## src/hw/fp_defines.svh

```systemverilog
`ifndef FP_DEFINES_SVH
`define FP_DEFINES_SVH

// Word layout of the 27-bit float
// Sign on top, then exponent, then fraction
`define FP_WIDTH 27
`define FP_EXP_W 8
`define FP_FRAC_W 18

// Exponent code of the value one
`define FP_EXP_BIAS 127

// Integer width seen by the converter
`define FP_INT_W 16

// First guess constant for the inverse square root
`define FP_ISQRT_MAGIC 49920718

// Encoded 1.5 for the Newton step
`define FP_THREE_HALVES 33423360

// Cycles from accept to out_valid
// Output register counts as the last one
`define FP_LATENCY 5

`endif

```

## src/hw/fp_pkg.sv

```systemverilog
`include "fp_defines.svh"

package fp_pkg;

    // Float word as carried on every internal path
    // Zero is written with exponent zero
    typedef struct packed {
        logic                  sign;
        logic [`FP_EXP_W-1:0]  exp;
        logic [`FP_FRAC_W-1:0] frac;
    } fp27_t;

    // Operation select
    typedef enum logic [1:0] {
        // Two operand sum
        OP_ADD   = 2'd0,
        // Two operand product
        OP_MUL   = 2'd1,
        // Inverse square root of operand a
        OP_ISQRT = 2'd2,
        // Signed integer to float
        OP_ITOF  = 2'd3
    } fp_op_e;

endpackage

```

## src/hw/fp_add.sv

```systemverilog
`timescale 1ns/100ps
`include "fp_defines.svh"

module fp_add (
    input  logic          iCLK,
    input  logic          rst,
    input  logic          en,
    input  fp_pkg::fp27_t a,
    input  fp_pkg::fp27_t b,
    output fp_pkg::fp27_t sum
);
    localparam int MAN_W = `FP_FRAC_W + 1;
    // Carry bit, mantissa, guard bits for the shifted operand
    localparam int EXT_W = 2 * MAN_W;
    localparam int LZ_W  = $clog2(EXT_W + 1);

    // Stage one, align and add
    logic [MAN_W-1:0]     man_a;
    logic [MAN_W-1:0]     man_b;
    logic                 a_larger;
    logic [`FP_EXP_W-1:0] big_exp;
    logic [`FP_EXP_W-1:0] exp_diff;
    logic [EXT_W-1:0]     ext_big;
    logic [EXT_W-1:0]     ext_small;
    logic [EXT_W-1:0]     small_aligned;
    logic [EXT_W-1:0]     raw_sum;

    // Stage one registers
    logic [EXT_W-1:0]     s1_raw;
    logic [`FP_EXP_W-1:0] s1_exp;
    logic                 s1_sign;
    logic                 s1_a_zero;
    logic                 s1_b_zero;
    fp_pkg::fp27_t        s1_a;
    fp_pkg::fp27_t        s1_b;

    // Stage two, normalize
    logic [LZ_W-1:0]      lead;
    logic [EXT_W-1:0]     norm;
    logic [`FP_EXP_W+1:0] exp_wide;
    logic                 underflow;
    logic                 cancel;

    assign man_a = {1'b1, a.frac};
    assign man_b = {1'b1, b.frac};

    // Magnitude compare, ties go to b
    assign a_larger = (a.exp > b.exp) || ((a.exp == b.exp) && (a.frac > b.frac));
    assign big_exp  = a_larger ? a.exp : b.exp;
    assign exp_diff = a_larger ? a.exp - b.exp : b.exp - a.exp;

    assign ext_big   = {1'b0, (a_larger ? man_a : man_b), {`FP_FRAC_W{1'b0}}};
    assign ext_small = {1'b0, (a_larger ? man_b : man_a), {`FP_FRAC_W{1'b0}}};

    // Shift out of range leaves nothing
    assign small_aligned = (exp_diff >= `FP_EXP_W'(EXT_W)) ? '0 : ext_small >> exp_diff;

    // Opposite signs subtract small from big
    assign raw_sum = (a.sign ^ b.sign) ? ext_big - small_aligned
                                       : ext_big + small_aligned;

    always_ff @(posedge iCLK) begin
        if (rst) begin
            // Both flags set so the output settles to zero
            s1_a_zero <= 1'b1;
            s1_b_zero <= 1'b1;
        end else if (en) begin
            s1_a_zero <= (a.exp == '0);
            s1_b_zero <= (b.exp == '0);
        end
    end

    always_ff @(posedge iCLK) begin
        if (en) begin
            s1_raw  <= raw_sum;
            s1_exp  <= big_exp;
            s1_sign <= a_larger ? a.sign : b.sign;
            s1_a    <= a;
            s1_b    <= b;
        end
    end

    // Leading zero count, highest set bit wins
    always_comb begin
        lead = LZ_W'(EXT_W);
        for (int i = 0; i < EXT_W; i++) begin
            if (s1_raw[i]) begin
                lead = LZ_W'(EXT_W - 1 - i);
            end
        end
    end

    // Leading one moves to the top bit
    assign norm = s1_raw << lead;

    // Carry position is one above the hidden one
    assign exp_wide = (`FP_EXP_W+2)'(s1_exp) + (`FP_EXP_W+2)'(1)
                    - (`FP_EXP_W+2)'(lead);
    assign underflow = exp_wide[`FP_EXP_W+1] || (exp_wide == '0);
    assign cancel    = (s1_raw == '0);

    always_ff @(posedge iCLK) begin
        if (en) begin
            if (s1_a_zero && s1_b_zero) begin
                sum <= '0;
            end else if (s1_a_zero) begin
                sum <= s1_b;
            end else if (s1_b_zero) begin
                sum <= s1_a;
            end else if (cancel || underflow) begin
                sum <= '0;
            end else begin
                sum <= '{sign: s1_sign,
                         exp:  exp_wide[`FP_EXP_W-1:0],
                         frac: norm[EXT_W-2 -: `FP_FRAC_W]};
            end
        end
    end

endmodule

```

## src/hw/fp_delay_line.sv

```systemverilog
`timescale 1ns/100ps

module fp_delay_line #(
    parameter type payload_t = logic,
    parameter int  DEPTH     = 1
) (
    input  logic     iCLK,
    input  logic     rst,
    input  logic     en,
    input  payload_t d,
    output payload_t q
);
    payload_t stage [DEPTH];

    always_ff @(posedge iCLK) begin
        if (rst) begin
            for (int i = 0; i < DEPTH; i++) begin
                stage[i] <= payload_t'(0);
            end
        end else if (en) begin
            // Shift toward the output end
            for (int i = DEPTH - 1; i > 0; i--) begin
                stage[i] <= stage[i-1];
            end
            stage[0] <= d;
        end
    end

    assign q = stage[DEPTH-1];

endmodule

```

## src/hw/fp_int_to_float.sv

```systemverilog
`timescale 1ns/100ps
`include "fp_defines.svh"

module fp_int_to_float (
    input  logic signed [`FP_INT_W-1:0] value,
    output fp_pkg::fp27_t               result
);
    localparam int POS_W = $clog2(`FP_INT_W);
    // Room to park any bit just above the fraction
    localparam int SH_W  = `FP_FRAC_W + `FP_INT_W;

    logic                 neg;
    logic [`FP_INT_W-1:0] mag;
    logic [POS_W-1:0]     top;
    logic [SH_W-1:0]      aligned;

    assign neg = value[`FP_INT_W-1];
    // Most negative value still fits as unsigned
    assign mag = neg ? `FP_INT_W'(-value) : `FP_INT_W'(value);

    // Position of the highest set bit
    always_comb begin
        top = '0;
        for (int i = 0; i < `FP_INT_W; i++) begin
            if (mag[i]) begin
                top = POS_W'(i);
            end
        end
    end

    // Leading one lands just above the fraction field
    assign aligned = {{`FP_FRAC_W{1'b0}}, mag} << (`FP_FRAC_W - top);

    always_comb begin
        if (mag == '0) begin
            result = '0;
        end else begin
            result.sign = neg;
            result.exp  = `FP_EXP_W'(`FP_EXP_BIAS) + `FP_EXP_W'(top);
            // Bits below the leading one, left aligned
            result.frac = aligned[`FP_FRAC_W-1:0];
        end
    end

endmodule

```

## src/hw/fp_inv_sqrt.sv

```systemverilog
`timescale 1ns/100ps
`include "fp_defines.svh"

module fp_inv_sqrt (
    input  logic          iCLK,
    input  logic          rst,
    input  logic          en,
    input  fp_pkg::fp27_t a,
    output fp_pkg::fp27_t result
);
    // Guess waits for the two stages plus the adder
    localparam int GUESS_DEPTH = `FP_LATENCY - 1;

    logic [`FP_WIDTH-1:0] a_bits;
    fp_pkg::fp27_t        guess;
    fp_pkg::fp27_t        half_a;
    fp_pkg::fp27_t        guess_sq;
    fp_pkg::fp27_t        half_a_1;
    fp_pkg::fp27_t        guess_sq_1;
    fp_pkg::fp27_t        prod;
    fp_pkg::fp27_t        prod_2;
    fp_pkg::fp27_t        neg_prod;
    fp_pkg::fp27_t        three_halves;
    fp_pkg::fp27_t        correction;
    fp_pkg::fp27_t        guess_d;

    // Stage one
    assign a_bits = a;
    // Magic constant minus the word halved as an integer
    assign guess = fp_pkg::fp27_t'(`FP_WIDTH'(`FP_ISQRT_MAGIC) - (a_bits >> 1));
    // Halve by one step of exponent
    assign half_a = '{sign: a.sign, exp: a.exp - 1'b1, frac: a.frac};

    // y * y
    fp_mul u_square (
        .a    (guess),
        .b    (guess),
        .prod (guess_sq)
    );

    // Guess kept aside until the correction is ready
    // First stage of this line is the stage one guess register
    fp_delay_line #(
        .payload_t (fp_pkg::fp27_t),
        .DEPTH     (GUESS_DEPTH)
    ) u_guess_dly (
        .iCLK (iCLK),
        .rst  (1'b0),
        .en   (en),
        .d    (guess),
        .q    (guess_d)
    );

    // Stage two, x/2 * y * y
    fp_mul u_half_mul (
        .a    (half_a_1),
        .b    (guess_sq_1),
        .prod (prod)
    );

    always_ff @(posedge iCLK) begin
        if (en) begin
            half_a_1   <= half_a;
            guess_sq_1 <= guess_sq;
            prod_2     <= prod;
        end
    end

    // 1.5 - x/2 * y * y, subtract by flipping the sign
    assign neg_prod     = '{sign: ~prod_2.sign, exp: prod_2.exp, frac: prod_2.frac};
    assign three_halves = fp_pkg::fp27_t'(`FP_WIDTH'(`FP_THREE_HALVES));

    // Two cycles in here
    fp_add u_correct (
        .iCLK (iCLK),
        .rst  (rst),
        .en   (en),
        .a    (neg_prod),
        .b    (three_halves),
        .sum  (correction)
    );

    // Newton step result, combinational
    fp_mul u_final (
        .a    (guess_d),
        .b    (correction),
        .prod (result)
    );

endmodule

```

## src/hw/fp_mul.sv

```systemverilog
`timescale 1ns/100ps
`include "fp_defines.svh"

module fp_mul (
    input  fp_pkg::fp27_t a,
    input  fp_pkg::fp27_t b,
    output fp_pkg::fp27_t prod
);
    // Mantissa with the hidden one
    localparam int MAN_W = `FP_FRAC_W + 1;
    // Full product width
    localparam int PROD_W = 2 * MAN_W;

    logic [MAN_W-1:0]      man_a;
    logic [MAN_W-1:0]      man_b;
    logic [PROD_W-1:0]     man_prod;
    logic                  carry;
    logic [`FP_EXP_W+1:0]  exp_sum;
    logic [`FP_FRAC_W-1:0] frac_out;
    logic                  underflow;
    logic                  any_zero;

    // Restore hidden ones
    assign man_a = {1'b1, a.frac};
    assign man_b = {1'b1, b.frac};

    // Product lies in [1, 4)
    assign man_prod = man_a * man_b;
    // Top bit set when product reached two
    assign carry = man_prod[PROD_W-1];

    // Biased exponent sum, one extra on carry
    assign exp_sum = (`FP_EXP_W+2)'(a.exp) + (`FP_EXP_W+2)'(b.exp)
                   + (`FP_EXP_W+2)'(carry);

    // Drop the leading one and keep the next bits
    assign frac_out = carry ? man_prod[PROD_W-2 -: `FP_FRAC_W]
                            : man_prod[PROD_W-3 -: `FP_FRAC_W];

    // Result exponent would be zero or below
    assign underflow = exp_sum <= (`FP_EXP_W+2)'(`FP_EXP_BIAS);
    // Zero operands are not really 1.x
    assign any_zero = (a.exp == '0) || (b.exp == '0);

    always_comb begin
        if (underflow || any_zero) begin
            prod = '0;
        end else begin
            prod.sign = a.sign ^ b.sign;
            // Remove one bias
            prod.exp  = `FP_EXP_W'(exp_sum - (`FP_EXP_W+2)'(`FP_EXP_BIAS));
            prod.frac = frac_out;
        end
    end

endmodule

```

## src/hw/fp_unit.sv

```systemverilog
`timescale 1ns/100ps
`include "fp_defines.svh"

module fp_unit (
    input  logic                        iCLK,
    input  logic                        rst,
    input  logic                        in_valid,
    output logic                        in_ready,
    input  fp_pkg::fp_op_e              in_op,
    input  logic [`FP_WIDTH-1:0]        in_a,
    input  logic [`FP_WIDTH-1:0]        in_b,
    input  logic signed [`FP_INT_W-1:0] in_int,
    output logic                        out_valid,
    input  logic                        out_ready,
    output logic [`FP_WIDTH-1:0]        out_result
);
    // Every path meets here, one cycle before the output register
    localparam int ALIGN_DEPTH = `FP_LATENCY - 1;
    // Adder takes two of those cycles itself
    localparam int ADD_PAD     = ALIGN_DEPTH - 2;

    logic           advance;
    logic           accept;
    logic           valid_d;
    fp_pkg::fp_op_e op_d;
    fp_pkg::fp27_t  opa;
    fp_pkg::fp27_t  opb;
    fp_pkg::fp27_t  add_sum;
    fp_pkg::fp27_t  add_d;
    fp_pkg::fp27_t  mul_prod;
    fp_pkg::fp27_t  itof_res;
    fp_pkg::fp27_t  early_res;
    fp_pkg::fp27_t  early_d;
    fp_pkg::fp27_t  isqrt_res;
    fp_pkg::fp27_t  selected;

    // Pipeline moves when the output slot is free or being taken
    assign advance  = !out_valid || out_ready;
    assign in_ready = advance;
    assign accept   = in_valid && advance;

    assign opa = in_a;
    assign opb = in_b;

    // Valid bits, cleared on reset
    fp_delay_line #(
        .payload_t (logic),
        .DEPTH     (ALIGN_DEPTH)
    ) u_valid_dly (
        .iCLK (iCLK),
        .rst  (rst),
        .en   (advance),
        .d    (accept),
        .q    (valid_d)
    );

    // Operation code follows its request
    fp_delay_line #(
        .payload_t (fp_pkg::fp_op_e),
        .DEPTH     (ALIGN_DEPTH)
    ) u_op_dly (
        .iCLK (iCLK),
        .rst  (1'b0),
        .en   (advance),
        .d    (in_op),
        .q    (op_d)
    );

    // Add path
    fp_add u_add (
        .iCLK (iCLK),
        .rst  (rst),
        .en   (advance),
        .a    (opa),
        .b    (opb),
        .sum  (add_sum)
    );

    fp_delay_line #(
        .payload_t (fp_pkg::fp27_t),
        .DEPTH     (ADD_PAD)
    ) u_add_dly (
        .iCLK (iCLK),
        .rst  (1'b0),
        .en   (advance),
        .d    (add_sum),
        .q    (add_d)
    );

    // Multiply and convert finish at once, so they share one line
    fp_mul u_mul (
        .a    (opa),
        .b    (opb),
        .prod (mul_prod)
    );

    fp_int_to_float u_itof (
        .value  (in_int),
        .result (itof_res)
    );

    assign early_res = (in_op == fp_pkg::OP_ITOF) ? itof_res : mul_prod;

    fp_delay_line #(
        .payload_t (fp_pkg::fp27_t),
        .DEPTH     (ALIGN_DEPTH)
    ) u_early_dly (
        .iCLK (iCLK),
        .rst  (1'b0),
        .en   (advance),
        .d    (early_res),
        .q    (early_d)
    );

    // Already four cycles deep
    fp_inv_sqrt u_isqrt (
        .iCLK   (iCLK),
        .rst    (rst),
        .en     (advance),
        .a      (opa),
        .result (isqrt_res)
    );

    // Pick by the delayed op
    always_comb begin
        case (op_d)
            fp_pkg::OP_ADD:   selected = add_d;
            fp_pkg::OP_ISQRT: selected = isqrt_res;
            default:          selected = early_d;
        endcase
    end

    // Output register, holds under stall
    always_ff @(posedge iCLK) begin
        if (rst) begin
            out_valid <= 1'b0;
        end else if (advance) begin
            out_valid <= valid_d;
        end
    end

    always_ff @(posedge iCLK) begin
        if (advance) begin
            out_result <= selected;
        end
    end

endmodule

```

## config.mk

```make
export PLATFORM = sky130hd
export DESIGN_NAME = fp_unit
export DESIGN_NICKNAME = d
export VERILOG_FILES = /design/src/hw/fp_pkg.sv /design/src/hw/fp_add.sv /design/src/hw/fp_delay_line.sv /design/src/hw/fp_int_to_float.sv /design/src/hw/fp_inv_sqrt.sv /design/src/hw/fp_mul.sv /design/src/hw/fp_unit.sv
export VERILOG_INCLUDE_DIRS = /design/src /design/src/hw
export SDC_FILE = /design/constraint.sdc
export NUM_CORES = 2
export LEC_CHECK = 0
export BUFFER_PORTS_ARGS = -buffer_cell sky130_fd_sc_hd__clkbuf_2
export CELL_PAD_IN_SITES_DETAIL_PLACEMENT = 2
export CELL_PAD_IN_SITES_GLOBAL_PLACEMENT = 2
export CORE_ASPECT_RATIO = 1.75
export CORE_MARGIN = 4
export CORE_UTILIZATION = 46
export DETAILED_ROUTE_END_ITERATION = 12
export PLACE_DENSITY = 0.89
export SLEW_MARGIN = 20
export SYNTH_ARGS = -nofsm -noshare
export SYNTH_HDL_FRONTEND = slang
export SYNTH_SLANG_ARGS = --single-unit
export TNS_END_PERCENT = 30
```

## constraint.sdc

```tcl
create_clock -name iCLK -period 21.9 [get_ports iCLK]
set_input_delay 2.19 -clock iCLK [delete_from_list [all_inputs] [get_ports iCLK]]
set_output_delay 2.19 -clock iCLK [all_outputs]
set_load 0.03 [all_outputs]
```

### After elaboration in Yosys (flattened, before gate mapping)

Memories as Yosys holds them, arrays and structs flattened. A register that Yosys moved wholly into a read port is not among the register bits.
Cells that the tools add are included.

| cells by class | value |
|---|---|
| bitwise operators | 8 |
| shift-type cells | 5 |
| multipliers | 4 |
| multiplexer cells | 129 |
| reductions and logical operators | 35 |
| add/subtract/negate cells | 29 |
| magnitude comparators | 10 |
| eq/ne operators | 4 |

Operator list:

| kind | count |
|---|---|
| $mux W6 | 69 |
| $mux W27 | 9 |
| $mul A19 B19 Y38 | 4 |
| $mux W38 | 4 |
| $mux W18 | 8 |
| $add A37 B38 Y38 | 2 |
| $logic_not A38 Y1 | 2 |
| $shl A38 B6 Y37 | 2 |
| $shr A37 B8 Y38 | 2 |
| $sub A37 B38 Y38 | 2 |
| $logic_not A8 Y1 | 8 |
| $pmux W27 S2 | 1 |
| $add A9 B1 Y10 | 4 |
| $le A10 B7 Y1 const B | 4 |
| $sub A8 B7 Y8 const B | 5 |
| $add A8 B8 Y9 | 4 |
| $mux W4 | 8 |
| $shl A16 B32 Y18 | 1 |
| $sub A26 B26 Y27 const A | 1 |
| $mux W25 | 1 |
| $mux W3 | 8 |
| $mux W8 | 3 |
| $logic_not A10 Y1 | 2 |
| $add A8 B1 Y9 const B | 2 |
| other kinds (28) | 68 |

| word-level totals | value |
|---|---|
| word-level logic and storage cells | 264 |
| memory bits (writable) | 282 |
| bits in registers | 322 |
| output and inout bits | 29 |
| input port bits | 76 |
| memories | 5 |

Memory list:

| name | words | bits a word | rd ports | clocked after Yosys merged registers in | wr ports | line | text |
|---|---|---|---|---|---|---|---|
| u_early_dly.stage | 4 | 27 | 4 | 0 | 4 | fp_delay_line.sv:13 | `payload_t stage [DEPTH];` |
| u_isqrt.u_guess_dly.stage | 4 | 27 | 4 | 0 | 4 | fp_delay_line.sv:13 |  |
| u_add_dly.stage | 2 | 27 | 2 | 0 | 2 | fp_delay_line.sv:13 |  |
| u_op_dly.stage | 4 | 2 | 4 | 0 | 4 | fp_delay_line.sv:13 |  |
| u_valid_dly.stage | 4 | 1 | 4 | 1 | 4 | fp_delay_line.sv:13 |  |

### Longest topological paths before layout

| logic depth | value |
|---|---|
| depth in word-level cells | 45 |
| gate-level depth with buffers | 50 |
| depth with buffers taken out | 46 |

### Modules after synthesis

Synthesis repeated with hierarchy kept, for this count alone.

| unflattened totals | value |
|---|---|
| cells, all modules | 10397 |
| area total of the unflattened synthesis | 96600.1 sq um |

Modules (own cells, without submodules):

| module | instances | cells an instance | area an instance (sq um) |
|---|---|---|---|
| fp_add | 2 | 1660 | 14445.1 |
| fp_mul (u_isqrt.u_final) | 1 | 1504 | 12627.1 |
| fp_mul (u_isqrt.u_square) | 1 | 1433 | 12249.2 |
| fp_mul (u_mul) | 1 | 1447 | 12228.0 |
| fp_mul (u_isqrt.u_half_mul) | 1 | 1427 | 12194.2 |
| fp_delay_line (u_early_dly ...) | 2 | 240 | 4341.7 |
| fp_inv_sqrt | 1 | 207 | 3220.6 |
| fp_delay_line (u_add_dly) | 1 | 147 | 2411.1 |
| fp_unit | 1 | 153 | 1860.5 |
| fp_int_to_float | 1 | 253 | 1757.9 |
| fp_delay_line (u_op_dly) | 1 | 17 | 316.6 |
| fp_delay_line (u_valid_dly) | 1 | 9 | 161.4 |

### Least setup slack after synthesis

OpenSTA, ideal clock, no wires.

| timing path | value |
|---|---|
| kind | input to output |
| from | input out_ready |
| to | output in_ready |
| path slack | 5727 ps |
| required time | 19710 ps |
| cell stages on the path | 3 |
| arrival | 13983 ps |
| cell sequence | nor2b_1 -> clkbuf_1 -> inv_1 |

| on the way | value |
|---|---|
| longest elaborated chain between the ends | 1 |

Ends and longest elaborated chain:

| element | line | text |
|---|---|---|
| from (decl) | fp_unit.sv:14 | `input logic out_ready,` |
| $logic_or A1 B1 Y1 | fp_unit.sv:38 | `assign advance = !out_valid \|\| out_ready;` |
| to (decl) | fp_unit.sv:8 | `output logic in_ready,` |

No other way between the ends.

==> impl_metrics.json <==
{
  "status": "completed",
  "crit_path_max_fanout": 37,
  "synth.distinct_cells": 102,
  "startpoint_type": "primary input",
  "drt-vias-per-instance": 6.50,
  "cp_common_cell": "fa_1",
  "clock.fmax_mhz": 68.7,
  "routed_wl_um": 406000,
  "grt_overflow_total": 0,
  "core_um2": 179000,
  "hold_viol_final": 0,
  "finalMaxSlewViolations": 0,
  "syn_avg_cell_area_um2": 9.41,
  "worstHoldPathType": "reg -> reg",
  "wire_per_inst_um": 36.4,
  "dpl.hpwl_um": 293000,
  "yosysSeqAreaShare": 0.218,
  "port_buffers": 104,
  "rsz0062_at_grt": "no",
  "grt_pass1_wl_um": 592000,
  "end_kind": "flop",
  "synth_top_family_by_area": "adder cells",
  "clkLatencyLatePin_ns": 0.75,
  "synth-main-ff-cell": "edfxtp_1",
  "post-route-min-period_ns": 14.56,
  "pin_count": 105,
  "cap_violations": 0,
  "worst_path_largest_cell_delay_ns": 0.78,
  "final_net_count": 10554,
  "first_global_vias": 86076,
  "ctsHoldBuffers": 0,
  "final.setup_skew_ns": 0.0773,
  "setup_viol": 0,
  "relSlewSlack": 0.0639,
  "synth.area.mux_share": 0.0500,
  "numCtsBuffers": 61,
  "synth_edf_count": 598,
  "synthAdderAreaFrac": 0.370,
  "fp.dieW_um": 329,
  "dieHeight_um": 569,
  "cts_tree": "built",
  "top_usage_layer": "met2",
  "use_met1": 0.391,
  "crit_required_ns": 22.31,
  "root_buffer": "clkbuf_16",
  "grtUsageMet3": 0.0967,
  "syn_inst": 8802,
  "htreeDepth": 2,
  "synthArstFlopShare": 0,
  "antenna_found_initial": 32,
  "critical_path_class": "in -> reg",
  "vias": 72492,
  "worst_pin_slew_ns": 1.39,
  "met2_usage": 0.765,
  "cts_resized": 0,
  "synthXorXnorAreaFrac": 0.0271,
  "grtUsageTotal": 0.432,
  "syn_nets": 10654,
  "arrival_ns": 14.97,
  "drc_errors": 0,
  "die-area_um2": 187000,
  "syn_area_um2": 82800,
  "design_area_um2": 88300,
  "place_area_um2": 85900,
  "drive_above_1_share": 0.0619,
  "num_rows": 205,
  "firstDrtPassIters": 7,
  "cpMaxStageDelayCell": "a41oi_1",
  "yosys.area_share.simple": 0.144,
  "initial_core_util": 0.464,
  "timing.setup.tns_ns": 0,
  "grt_max_degree": 173,
  "yosys_warnings": 0,
  "syn_to_final_growth_pct": 6.64,
  "cts_setup_buffers": 0,
  "gp_congestion": 1.01,
  "synth-seq-cells": 603,
  "drt_iter0_drc": 5969,
  "synth-compound-area-share": 0.0978,
  "ant_nets": 0,
  "period_share": 0.665,
  "cts_buffer_depth": 3,
  "cts.sinks": 603,
  "clkSlewWorstSetupHoldPaths_ns": 0.09
}
[per-layer routing]
metal | wire [um] | share of wire
met1 | 121000 | 0.30
met2 | 205000 | 0.51
met3 | 25900 | 0.064
met4 | 53900 | 0.13
met5 | 101 | 0.00025
[registers in the layout, indices dropped and copies added, names as in the netlist, 26 cells and up]
name / count
u_early_dly.stage: 108
u_isqrt.u_guess_dly.stage: 107
u_add_dly.stage: 54
u_add.s1_raw: 38
u_isqrt.u_correct.s1_raw: 38
out_result: 27
u_add.s1_a: 27
u_add.s1_b: 27
u_add.sum: 27
u_isqrt.u_correct.s1_a: 27
u_isqrt.u_correct.sum: 27
u_isqrt.guess_sq_1: 26
u_isqrt.neg_prod: 26
[critical path: cells and delay by family]
kind            cells  cell delay, ns
compound gates     14            5.38
xor+xnor            2            0.44
fa+ha+maj           7            3.33
buf+inv             8            2.20
simple gates        6            1.32
[synth_stat cells (all sizes together), types with 94 or more instances]
master  count  area share
clkbuf    344       0.016
nor2      497       0.023
nand2    1041       0.047
ha        652       0.099
xnor2     157       0.017
inv      1613       0.073
fa       1124        0.27
xor2       99       0.010
edfxtp    598        0.22
mux2i     251       0.031
o21ai     294       0.018
nor3      127      0.0077
a21oi     326       0.020
nand3      94      0.0057
and2      449       0.034
[cells by family (layout without fill, tap and decap cells)]
logic type,count (synthesis),after routing
DFF,603,603
other,0,26
adders and majority gates,1776,1776
and+or+nand+nor,2540,2540
AOI/OAI and AO/OA,1246,1246
muxes,346,346
xor gates and xnor gates,256,256
buffers and inverters,2035,1985
[cell type report]
type,count,area (um2)
fillers,18678,90200
flip-flops and latches,603,18100
well taps,2380,2980
clock buffers,70,1600
repair buffers,249,1650
inverters,1623,6100
diodes,26,65.1
multi-input cells,6164,57300
clock inverters,43,599
[path summary, 6_finish.rpt]
check,endpoint,cells past startpoint,slack [ns],startpoint
max,u_isqrt.guess_sq_1[4],37,7.34,in_a[3]
min,u_isqrt.u_guess_dly.stage[3][16],0,0.41,u_isqrt.u_guess_dly.stage[2][16]
max reg2reg,u_isqrt.neg_prod[21],43,9.15,u_isqrt.guess_sq_1[2]
min reg2reg,u_isqrt.u_guess_dly.stage[3][16],0,0.41,u_isqrt.u_guess_dly.stage[2][16]
[cells in the final DEF (no fill, tap or decap), types with 35 or more instances in the layout]
cell          n
a211oi_1     53
a21o_1       70
a21oi_1     322
a22oi_1      58
a31oi_1      37
and2_1      447
and3_1       40
buf_4       140
clkbuf_16    61
clkbuf_2    104
edfxtp_1    598
fa_1       1124
ha_1        651
inv_1      1609
mux2_2       45
mux2i_1     244
mux4_2       45
nand2_1    1041
nand2b_1     55
nand3_1      93
nor2_1      494
nor3_1      127
nor4_1       58
o21a_1       35
o21ai_0     283
o21bai_1     51
or3_1        41
xnor2_1     148
xor2_1       94
[through the flow]
stage          worst slack (ns)  hold WS [ns]  cells  utilization
3_5_place_dp               7.86         0.405  11016        0.481
6_report                   7.34         0.415  11158        0.495
2_1_floorplan              5.73         0.400   8802            -
3_3_place_gp               8.67         0.401  11016        0.481
5_1_grt                    7.27         0.406  11139        0.494
4_1_cts                    7.80         0.397  11129        0.494
Power is left out: the tool's default activity adds up to more than one toggle a clock period on the data nets, which glitch-free logic cannot reach.
